===== config.mk =====
export PLATFORM = sky130hd
export DESIGN_NAME = eth_rx_top
export DESIGN_NICKNAME = d
export VERILOG_FILES = /design/src/source/eth_frame_pkg.sv /design/src/source/rx_mac_pkg.sv /design/src/source/rx_tap_if.sv /design/src/source/crc32_engine.sv /design/src/source/eth_rx_top.sv /design/src/source/preamble_detector.sv /design/src/source/rx_delay_line.sv /design/src/source/rx_frame_stats.sv /design/src/source/rx_mac.sv
export SDC_FILE = /design/constraint.sdc
export NUM_CORES = 1
export LEC_CHECK = 0
export BUFFER_PORTS_ARGS = -buffer_cell sky130_fd_sc_hd__buf_2
export CELL_PAD_IN_SITES_DETAIL_PLACEMENT = 1
export CELL_PAD_IN_SITES_GLOBAL_PLACEMENT = 1
export CORE_MARGIN = 10
export CORE_UTILIZATION = 40
export CTS_CLUSTER_SIZE = 10
export DETAILED_ROUTE_END_ITERATION = 7
export GPL_ROUTABILITY_DRIVEN = 0
export PLACE_DENSITY = 0.69
export SETUP_SLACK_MARGIN = 0.1
export SLEW_MARGIN = 20
export SYNTH_ARGS = -nofsm -noshare
export SYNTH_HDL_FRONTEND = slang
export SYNTH_HIERARCHICAL = 1
export SYNTH_SLANG_ARGS = --single-unit

===== constraint.sdc =====
create_clock -name clk -period 3.9 [get_ports clk]
set_input_delay 0.39 -clock clk [delete_from_list [all_inputs] [get_ports clk]]
set_output_delay 0.39 -clock clk [all_outputs]
set_load 0.01 [all_outputs]

===== src/source/eth_frame_pkg.sv =====
package eth_frame_pkg;

    ////////////////////////////////////////////////////////////
    // Field widths
    ////////////////////////////////////////////////////////////
    localparam int BYTE_WIDTH = 8;          // One octet per strobe
    localparam int CRC_WIDTH  = 32;         // CRC-32 and FCS field

    ////////////////////////////////////////////////////////////
    // Frame start
    ////////////////////////////////////////////////////////////
    localparam logic [BYTE_WIDTH-1:0] PREAMBLE_BYTE = 8'h55;
    localparam logic [BYTE_WIDTH-1:0] SFD_BYTE      = 8'hD5;
    localparam int                    PREAMBLE_LEN  = 7;    // Preamble bytes before SFD

    ////////////////////////////////////////////////////////////
    // Frame check sequence
    ////////////////////////////////////////////////////////////
    localparam logic [CRC_WIDTH-1:0] CRC_POLY_REFLECTED = 32'hEDB88320;
    localparam logic [CRC_WIDTH-1:0] CRC_INIT           = 32'hFFFFFFFF;
    localparam int                   FCS_BYTES          = 4;

    // Oldest stage plus the four bytes that could be the FCS
    localparam int DELAY_STAGES = FCS_BYTES + 1;

endpackage


===== src/source/rx_mac_pkg.sv =====
package rx_mac_pkg;

    // One received byte with its PHY flags, 10 bits
    typedef struct packed {
        logic [eth_frame_pkg::BYTE_WIDTH-1:0] data;
        logic                                 dv;     // Data valid level
        logic                                 er;     // Receive error level
    } rx_beat_t;

    // Control FSM
    typedef enum logic [1:0] {
        IDLE,                                   // Waiting for preamble and SFD
        PAYLOAD,                                // Streaming bytes to the FIFO
        DISCARD                                 // Dropping rest of a bad frame
    } rx_state_t;

    // Width of every statistics counter
    localparam int STAT_WIDTH = 16;

    // Per-frame result, pulsed once at the decision point
    typedef enum logic [2:0] {
        OUT_NONE,
        OUT_GOOD,                               // FCS matched
        OUT_CRC_ERR,                            // FCS mismatch
        OUT_ABORT,                              // rx_er or FIFO not ready mid-frame
        OUT_DROP                                // FIFO not ready at start of frame
    } frame_outcome_t;

endpackage


===== src/source/rx_tap_if.sv =====
`timescale 1ns/1ps

interface rx_tap_if;

    logic                                      shift;    // Stages moved last clock
    rx_mac_pkg::rx_beat_t                      oldest;   // Stage 4, byte under decision
    logic [eth_frame_pkg::CRC_WIDTH-1:0]       fcs_word; // Stages 0..3, stage 3 in low byte

    // Live rx_dv level; falls once the final byte of a frame has been strobed
    logic                                      in_dv;

    // Delay line side
    modport source (
        output shift,
        output oldest,
        output fcs_word,
        output in_dv
    );

    // Detector, CRC engine and control
    modport sink (
        input shift,
        input oldest,
        input fcs_word,
        input in_dv
    );

endinterface

===== src/source/crc32_engine.sv =====
`timescale 1ns/1ps

module crc32_engine (
    input  logic     clk,
    input  logic     reset_n,
    input  logic     crc_init,              // Load seed at start of frame
    input  logic     crc_en,                // Absorb oldest byte this clock
    rx_tap_if.sink   taps,
    output logic     crc_match              // FCS taps equal CRC through current byte
);

    localparam int CW = eth_frame_pkg::CRC_WIDTH;
    localparam int BW = eth_frame_pkg::BYTE_WIDTH;

    logic [CW-1:0] crc_state;
    logic [CW-1:0] crc_next;

    ////////////////////////////////////////////////////////////
    // Reflected update, one bit step per data bit, LSB first
    ////////////////////////////////////////////////////////////
    always_comb begin
        crc_next = crc_state ^ {{(CW-BW){1'b0}}, taps.oldest.data};
        for (int b = 0; b < BW; b++) begin
            if (crc_next[0]) begin
                crc_next = (crc_next >> 1) ^ eth_frame_pkg::CRC_POLY_REFLECTED;
            end else begin
                crc_next = crc_next >> 1;
            end
        end
    end

    always_ff @(posedge clk) begin
        if (!reset_n || crc_init) begin
            crc_state <= eth_frame_pkg::CRC_INIT;
        end else if (crc_en) begin
            crc_state <= crc_next;
        end
    end

    // Transmitted FCS is the inverted remainder
    assign crc_match = (~crc_next == taps.fcs_word);

endmodule


===== src/source/eth_rx_top.sv =====
`timescale 1ns/1ps

module eth_rx_top (
    input  logic                                 clk,
    input  logic                                 reset_n,
    // Byte stream from the PHY interface
    input  logic [eth_frame_pkg::BYTE_WIDTH-1:0] rx_data,
    input  logic                                 rx_dv,
    input  logic                                 rx_er,
    input  logic                                 rx_rdy,
    // FIFO write port
    input  logic                                 fifo_ready,
    output logic [eth_frame_pkg::BYTE_WIDTH-1:0] m_tdata,
    output logic                                 m_tvalid,
    output logic                                 m_tlast,
    output logic                                 m_tuser,
    // Statistics
    output logic [rx_mac_pkg::STAT_WIDTH-1:0]    good_count,
    output logic [rx_mac_pkg::STAT_WIDTH-1:0]    crc_err_count,
    output logic [rx_mac_pkg::STAT_WIDTH-1:0]    abort_count,
    output logic [rx_mac_pkg::STAT_WIDTH-1:0]    drop_count
);

    rx_tap_if                   taps ();
    logic                       sof_seen;
    logic                       crc_init, crc_en, crc_match;
    rx_mac_pkg::frame_outcome_t outcome;

    ////////////////////////////////////////////////////////////
    // Front end
    ////////////////////////////////////////////////////////////
    rx_delay_line u_delay (
        .clk     (clk),
        .reset_n (reset_n),
        .rx_data (rx_data),
        .rx_dv   (rx_dv),
        .rx_er   (rx_er),
        .rx_rdy  (rx_rdy),
        .taps    (taps.source)
    );

    preamble_detector u_pre (
        .clk      (clk),
        .reset_n  (reset_n),
        .taps     (taps.sink),
        .sof_seen (sof_seen)
    );

    crc32_engine u_crc (
        .clk       (clk),
        .reset_n   (reset_n),
        .crc_init  (crc_init),
        .crc_en    (crc_en),
        .taps      (taps.sink),
        .crc_match (crc_match)
    );

    ////////////////////////////////////////////////////////////
    // Control and counters
    ////////////////////////////////////////////////////////////
    rx_mac u_mac (
        .clk        (clk),
        .reset_n    (reset_n),
        .taps       (taps.sink),
        .sof_seen   (sof_seen),
        .crc_match  (crc_match),
        .fifo_ready (fifo_ready),
        .crc_init   (crc_init),
        .crc_en     (crc_en),
        .outcome    (outcome),
        .m_tdata    (m_tdata),
        .m_tvalid   (m_tvalid),
        .m_tlast    (m_tlast),
        .m_tuser    (m_tuser)
    );

    rx_frame_stats u_stats (
        .clk           (clk),
        .reset_n       (reset_n),
        .outcome       (outcome),
        .good_count    (good_count),
        .crc_err_count (crc_err_count),
        .abort_count   (abort_count),
        .drop_count    (drop_count)
    );

endmodule


===== src/source/preamble_detector.sv =====
`timescale 1ns/1ps

module preamble_detector (
    input  logic     clk,
    input  logic     reset_n,
    rx_tap_if.sink   taps,
    output logic     sof_seen               // SFD at oldest tap after a full preamble
);

    localparam logic [2:0] FULL = 3'(eth_frame_pkg::PREAMBLE_LEN);

    logic [2:0] run_cnt;                    // Consecutive preamble beats, saturating
    logic       is_pre;
    logic       is_sfd;

    assign is_pre = taps.oldest.dv && (taps.oldest.data == eth_frame_pkg::PREAMBLE_BYTE);
    assign is_sfd = taps.oldest.dv && (taps.oldest.data == eth_frame_pkg::SFD_BYTE);

    ////////////////////////////////////////////////////////////
    // Run counter, advances once per shifted beat
    ////////////////////////////////////////////////////////////
    always_ff @(posedge clk) begin
        if (!reset_n) begin
            run_cnt <= '0;
        end else if (taps.shift) begin
            if (!is_pre) begin
                run_cnt <= '0;                  // Any other beat breaks the run
            end else if (run_cnt != FULL) begin
                run_cnt <= run_cnt + 3'd1;
            end
        end
    end

    // Counter still holds the run before this beat
    assign sof_seen = (run_cnt == FULL) && is_sfd;

endmodule


===== src/source/rx_delay_line.sv =====
`timescale 1ns/1ps

module rx_delay_line (
    input  logic                                clk,
    input  logic                                reset_n,
    input  logic [eth_frame_pkg::BYTE_WIDTH-1:0] rx_data,
    input  logic                                rx_dv,
    input  logic                                rx_er,
    input  logic                                rx_rdy,    // One strobe per received byte
    rx_tap_if.source                            taps
);

    localparam int STAGES = eth_frame_pkg::DELAY_STAGES;
    localparam int FCS_N  = eth_frame_pkg::FCS_BYTES;
    localparam int BW     = eth_frame_pkg::BYTE_WIDTH;

    rx_mac_pkg::rx_beat_t stage [STAGES];      // stage[0] youngest, stage[STAGES-1] oldest
    logic                 shift_q;

    ////////////////////////////////////////////////////////////
    // Strobe-gated shift register
    ////////////////////////////////////////////////////////////
    always_ff @(posedge clk) begin
        if (!reset_n) begin
            for (int i = 0; i < STAGES; i++) begin
                stage[i] <= '0;
            end
            shift_q <= 1'b0;
        end else begin
            shift_q <= rx_rdy;                 // Marks the cycle after a move
            if (rx_rdy) begin
                stage[0] <= '{data: rx_data, dv: rx_dv, er: rx_er};
                for (int i = 1; i < STAGES; i++) begin
                    stage[i] <= stage[i-1];
                end
            end
        end
    end

    // Received FCS arrives LSB byte first, so the earliest FCS byte lands low
    always_comb begin
        for (int k = 0; k < FCS_N; k++) begin
            taps.fcs_word[BW*k +: BW] = stage[FCS_N-1-k].data;
        end
    end

    assign taps.shift  = shift_q;
    assign taps.oldest = stage[STAGES-1];
    assign taps.in_dv  = rx_dv;                // Not delayed

endmodule


===== src/source/rx_frame_stats.sv =====
`timescale 1ns/1ps

module rx_frame_stats (
    input  logic                                clk,
    input  logic                                reset_n,
    input  rx_mac_pkg::frame_outcome_t          outcome,
    output logic [rx_mac_pkg::STAT_WIDTH-1:0]   good_count,
    output logic [rx_mac_pkg::STAT_WIDTH-1:0]   crc_err_count,
    output logic [rx_mac_pkg::STAT_WIDTH-1:0]   abort_count,
    output logic [rx_mac_pkg::STAT_WIDTH-1:0]   drop_count
);

    localparam int SW = rx_mac_pkg::STAT_WIDTH;

    logic [SW-1:0] cnt [4];                     // Indexed by outcome code minus one
    logic [1:0]    sel;

    // OUT_GOOD maps to 0 ... OUT_DROP maps to 3
    assign sel = 2'(3'(outcome) - 3'd1);

    ////////////////////////////////////////////////////////////
    // Saturating counters
    ////////////////////////////////////////////////////////////
    always_ff @(posedge clk) begin
        if (!reset_n) begin
            for (int i = 0; i < 4; i++) begin
                cnt[i] <= '0;
            end
        end else if (outcome != rx_mac_pkg::OUT_NONE && cnt[sel] != '1) begin
            cnt[sel] <= cnt[sel] + 1'b1;        // Hold at all ones
        end
    end

    assign good_count    = cnt[0];
    assign crc_err_count = cnt[1];
    assign abort_count   = cnt[2];
    assign drop_count    = cnt[3];

endmodule


===== src/source/rx_mac.sv =====
`timescale 1ns/1ps

module rx_mac (
    input  logic                                 clk,
    input  logic                                 reset_n,
    rx_tap_if.sink                               taps,
    input  logic                                 sof_seen,
    input  logic                                 crc_match,
    input  logic                                 fifo_ready,   // Sampled level
    output logic                                 crc_init,
    output logic                                 crc_en,
    output rx_mac_pkg::frame_outcome_t           outcome,      // One pulse per frame
    output logic [eth_frame_pkg::BYTE_WIDTH-1:0] m_tdata,
    output logic                                 m_tvalid,
    output logic                                 m_tlast,
    output logic                                 m_tuser       // Error on this byte
);

    rx_mac_pkg::rx_state_t      state, state_next;
    rx_mac_pkg::frame_outcome_t outcome_next;
    logic                       tvalid_next, tlast_next, tuser_next;
    logic                       bad_byte;           // Abort condition at oldest tap

    assign bad_byte = taps.oldest.er || !taps.oldest.dv || !fifo_ready;

    ////////////////////////////////////////////////////////////
    // Next state, evaluated only on shift cycles
    ////////////////////////////////////////////////////////////
    always_comb begin
        state_next   = state;
        outcome_next = rx_mac_pkg::OUT_NONE;
        tvalid_next  = 1'b0;
        tlast_next   = 1'b0;
        tuser_next   = 1'b0;
        if (taps.shift) begin
            case (state)
                rx_mac_pkg::IDLE: begin
                    if (sof_seen && fifo_ready) begin
                        state_next = rx_mac_pkg::PAYLOAD;
                    end else if (sof_seen) begin
                        state_next   = rx_mac_pkg::DISCARD;     // No room, drop it whole
                        outcome_next = rx_mac_pkg::OUT_DROP;
                    end
                end
                rx_mac_pkg::PAYLOAD: begin
                    tvalid_next = 1'b1;                     // Every payload beat goes out
                    if (bad_byte) begin
                        tuser_next   = 1'b1;                // Flag and stop here
                        state_next   = rx_mac_pkg::DISCARD;
                        outcome_next = rx_mac_pkg::OUT_ABORT;
                    end else if (!taps.in_dv) begin
                        // Stages 0..3 now hold the FCS
                        tlast_next   = 1'b1;
                        tuser_next   = !crc_match;
                        state_next   = rx_mac_pkg::IDLE;
                        outcome_next = crc_match ? rx_mac_pkg::OUT_GOOD
                                                 : rx_mac_pkg::OUT_CRC_ERR;
                    end
                end
                rx_mac_pkg::DISCARD: begin
                    if (!taps.oldest.dv) begin
                        state_next = rx_mac_pkg::IDLE;      // Frame has drained
                    end
                end
                default: state_next = rx_mac_pkg::IDLE;
            endcase
        end
    end

    // CRC seeded on the SFD beat, fed on every payload beat
    assign crc_init = taps.shift && (state == rx_mac_pkg::IDLE) && sof_seen && fifo_ready;
    assign crc_en   = taps.shift && (state == rx_mac_pkg::PAYLOAD);

    ////////////////////////////////////////////////////////////
    // Registered FIFO port and outcome
    ////////////////////////////////////////////////////////////
    always_ff @(posedge clk) begin
        if (!reset_n) begin
            state    <= rx_mac_pkg::IDLE;
            outcome  <= rx_mac_pkg::OUT_NONE;
            m_tvalid <= 1'b0;
            m_tlast  <= 1'b0;
            m_tuser  <= 1'b0;
        end else begin
            state    <= state_next;
            outcome  <= outcome_next;
            m_tvalid <= tvalid_next;
            m_tlast  <= tlast_next;
            m_tuser  <= tuser_next;
        end
    end

    always_ff @(posedge clk) begin
        if (tvalid_next) begin
            m_tdata <= taps.oldest.data;           // Byte under decision
        end
    end

endmodule


Word-level counts from Yosys, hierarchy flattened
Memory sizes are Yosys's and may differ from the RTL's.
Cells that the tools add are included.

cells by class
  bitwise gates (word level) = 18
  equality and inequality tests = 12
  reductions and logical operators = 24
  muxes and demuxes = 42
  $add $sub $neg = 3

operator list
  cell                     number
  $mux W32                 8
  $not A13 Y14             8
  $mux W10                 5
  $eq A32 B32 Y1           1
  $not A32 Y32             1
  $xor A32 B8 Y32          1
  $mux W3                  6
  $add A16 B1 Y16 const B  1
  $mux W16                 1
  $ne A16 B16 Y1 const B   1
  $reduce_or A16 Y1        1
  $mux W2                  7
  $mux W1                  13
  $logic_and A1 B1 Y1      9
  $eq A8 B7 Y1 const B     1
  $eq A8 B8 Y1 const B     1
  $pmux W2 S3              1
  $pmux W3 S2              1
  $or A1 B1 Y1             5
  $logic_not A1 Y1         4
  $ne A2 B2 Y1 const B     2
  $reduce_and A2 Y1        2
  $reduce_and A4 Y1        1
  $reduce_or A4 Y1         1
  13 further kinds         17

word-level totals
  register bits after elaboration = 52
  memory bits (writable) = 114
  memories = 2

memory list
  memory         depth  width  read ports  clocked after Yosys merged registers in  write ports  line                  source
  u_stats.cnt    4      16     5           0                                        4            rx_frame_stats.sv:15  logic [SW-1:0] cnt [4];
  u_delay.stage  5      10     5           0                                        5            rx_delay_line.sv:17   rx_mac_pkg::rx_beat_t stage [STAGES];

Depth between registers and ports, before layout
An unclocked memory read counts as a cell.

  depth after elaboration = 24
  depth in mapped cells = 13
  mapped depth without buffers = 9

Modules after synthesis
The synthesis kept the hierarchy.

modules (own cells, without submodules)
  module             sequential area each (um2)  area each (um2)  times used  cells each
  rx_frame_stats     1,921.8                     3,120.5          1           219
  crc32_engine       640.6                       2,572.5          1           292
  rx_delay_line      1,521.5                     2,272.2          1           156
  rx_mac             400.4                       556.8            1           37
  preamble_detector  60.1                        217.7            1           23

Worst setup path after synthesis
OpenSTA, ideal clock, no wires.

  kind = register -> register
  from = register u_mac.outcome[0]
  to = memory u_stats/cnt[3][0] in the netlist's numbering, enable pin
  setup slack = -49 ps
  cell stages (with the launch flop) = 13
  data arrival time = 3,538 ps
  library setup time = 411 ps
  path through = dfxtp_1 buf_6 buf_12 inv_1 ha_1 clkbuf_1 mux4_2 buf_2 ha_1 nand2_1 or3b_4 nor2_1 o21ai_0

RTL lines
  item                      line                  source
  start: declaration        rx_mac.sv:12          output rx_mac_pkg::frame_outcome_t outcome,
  start signal: assignment  rx_mac.sv:80          outcome <= rx_mac_pkg::OUT_NONE;
  start signal: assignment  rx_mac.sv:86          outcome <= outcome_next;
  end: declaration          rx_frame_stats.sv:15

==> run_results.csv <==
group,metric,value,unit
critical_path,number_of_buffer_and_inverter_instances_along_the_worst_setup_path,1,
logic_synthesis,yosys_most_used_dff,"edfxtp_1",
logic_synthesis,synth_seq_cells,166,
drt,vias,5737,
critical_path,critical-path-top-delay-family,"simple AND/OR/NAND/NOR gates",
place,numPortBuffers,88,
critical_path,slowest_delay,0.57,ns
grt,total_routing_usage_reported_by_global_routing,0.1647,
die,chipHeight,167.8,um
cts,clock_sink_count,166,
critical_path,setup.worst_path.class,"register to register",
logic_synthesis,synth.largest_area_cell,"edfxtp_1",
grt,via_count_of_the_first_global_routing_pass,6288,
power,power_frac_comb,0.118,
critical_path,timing.critical_path.cells,"inv_1, ha_1, mux4_2, ha_1, nand2_1, or3b_4, o21ai_4, nand2_1",
critical_path,crit_path_max_fanout,16,
timing,tightest_slew,0.9359,ns
layout,layout.nets,794,
place,detailed_place_hpwl,16.61,mm
timing,worst_clock_skew,0.01011,ns
place,place_worst_setup_slack,0.6450,ns
drt,dr.pass1.iters,5,
logic_synthesis,synthTopCellsByCount,"edfxtp_1 (122), xnor2_1 (82), nand2_1 (69)",
run_status,status,"finished clean",
cts,post-cts-setup-buffers,0,
cts,cts-resized-gates,0,
layout,flow.area_growth_from_synthesis,11.30,%
timing,setup-violations-final,0,
critical_path,cp_data_required_time,3.85,ns
drt,vias_per_cell,5.367,
timing,setup_tns,0,ns
die,ios,89,
critical_path,slowest_stage,"nand2_1",
cts,clk_root_buffer_cell,"clkbuf_16",
logic_synthesis,synthTopCellsByArea,"edfxtp_1 (42%), dfxtp_1 (10%), xnor2_1 (8.2%), buf_4 (3.7%), and3_2 (3.5%)",
cts,clockBufferDepth,2,
drt,drc,0,
die,die_area,0.02816,sq mm
logic_synthesis,number_of_synthesized_flops_with_an_enable_pin,122,
cts,cts_tree,"built",
die,num_rows,54,
logic_synthesis,post-synth-top-count-cell,"edfxtp_1",
grt,grt_max_degree,59,
timing,layout_worst_path_cycle_share,0.8398,
timing,final_max_slew_viol_count,0,
grt,grt_antenna_before_repair,1,
drt,antenna_left,0,
cts,clkTransAtPathRegs,0.07,ns
grt,grt_remaining_overflow,0,
drt,routed_wire_length_per_instance,21.62,um
power,switching_power,1.056,mW
logic_synthesis,ys_seq_area_frac,0.5200,
worst_hold_path,hp-class,"input port to register",
power,clockPowerShare,0.402,
logic_synthesis,avgSynthCellArea,12.02,sq um
layout,diodes,0,
power,vdd.ir_drop.worst,0.0003110,V
timing,final_hold_viol_count,0,
drt,dr.first_iter.drc_count,300,
logic_synthesis,async_flop_share,0,
power,seq_power_share,0.480,
critical_path,r2r_setup_slack,0.62,ns
logic_synthesis,synthesized_net_count,745,
timing,period_minus_slack,3.275,ns
layout,post_route_cells_drive_above_1_share,0.2700,
power,power_leakage,3.737,nW
power,power_switching_share,0.2531,
cts,clkLatencyLatePin,0.43,ns
logic_synthesis,netlist.area_leader.share,0.4192,
drt,routed_wl,23.12,mm
die,initial_core_util,0.4030,
logic_synthesis,ys.warnings.count,6,
logic_synthesis,summed_instance_area_of_the_synthesized_netlist,0.008740,sq mm
logic_synthesis,synth_instances,727,
power,power.density_cell_area,428.9,mW/mm^2
cts,htreeDepth,4,
die,die_w,167.8,um
die,core_area,0.02169,sq mm
critical_path,cp-start-kind,"register",
timing,post_layout_worst_setup_margin,0.6246,ns
run,drv.max_cap_violation_count,0,
power,power.internal,3.116,mW
timing,timing.fmax,0.3053,GHz
timing,rsz0062_at_grt,"false",
critical_path,setup.worst_path.end_class,"register",
critical_path,worstPathArrival,3.22,ns
cts,post_cts_hold_buffer_count,0,
timing,timing.max_slew.rel_slack,0.3746,
grt,wire_length_of_the_first_global_routing_pass,36.83,mm
logic_synthesis,synth_cell_type_count,66,
cts,cts_made_buffers,17,
[worst paths after layout]
check / start / to / depth (start not counted)
min: rx_dv / u_mac/m_tlast / 2
max reg2reg: u_mac/outcome[0] / u_stats/cnt[2][0] / 8
max: u_mac/outcome[0] / u_stats/cnt[2][0] / 8
min reg2reg: u_crc/crc_state[24] / u_crc/crc_state[24] / 2
[cell families after synthesis]
group / after synthesis / synth area share
mux: 22 / 0.05111
compound gates: 59 / 0.04496
fa+ha+maj: 4 / 0.005727
simple gates: 263 / 0.1612
buf+inv: 83 / 0.06242
xor+xnor: 130 / 0.1546
flops: 166 / 0.5200
[metal layers]
metal,global-route usage,vias to the layer above,part of all wire
met5,0,-,0
li1,-,2628,-
met1,0.2031,2941,0.43
met3,0.03958,21,0.055
met4,0.04845,0,0.014
met2,0.2796,147,0.50
[registers in the layout (all words and copies together) (netlist names)]
name,flops
u_crc/crc_state,32
u_delay/stage,50
u_delay/taps.shift,1
u_mac/m_tdata,8
u_mac/m_tlast,1
u_mac/m_tuser,1
u_mac/m_tvalid,1
u_mac/outcome,3
u_mac/state,2
u_pre/run_cnt,3
u_stats/cnt,64
[placed cells by master (no fill, tap or decap), types with 9 or more instances in the layout]
cell type    n
edfxtp_1   122
buf_2       88
xnor2_1     82
nand2_1     69
nor2_1      68
dfxtp_1     44
and3_2      41
xor2_1      32
o21ai_0     19
clkbuf_16   17
buf_4       17
and3_1      16
o21ai_1     11
nand3_1      9
a21oi_1      9
mux4_2       9
[stage by stage]
stage                     power, mW  hold WS [ns]  instances    util  cell area (sq um)
after detailed placement      2.531        0.4690       1037  0.4218               9148
after CTS                     4.212        0.2003       1069  0.4485               9727
after floorplan               2.411        0.4460        727       -               8740
after global routing          4.336        0.2178       1069  0.4485               9727
final                         4.172        0.2193       1069  0.4485               9727
after global placement        2.518        0.4618       1037  0.4218               9148
[power by group through the flow]
stage / clock, mW / combinational, mW / sequential [mW]
2_1_floorplan: 0 / 0.389 / 2.02
3_3_place_gp: 0 / 0.478 / 2.04
3_5_place_dp: 0 / 0.490 / 2.04
4_1_cts: 1.71 / 0.495 / 2.00
5_1_grt: 1.79 / 0.537 / 2.01
6_report: 1.68 / 0.492 / 2.00
[area by class of cell]
type                       count  area (sq um)
inverter                       8         30.03
sequential                   166          4544
timing repair buffer         105         568.0
multi-input combinational    478          3655
tap                          280         350.3
clock inverter                13         146.4
fill                        2325         11960
clock buffer                  19         432.9
Power figures use the tool's default switching activity.
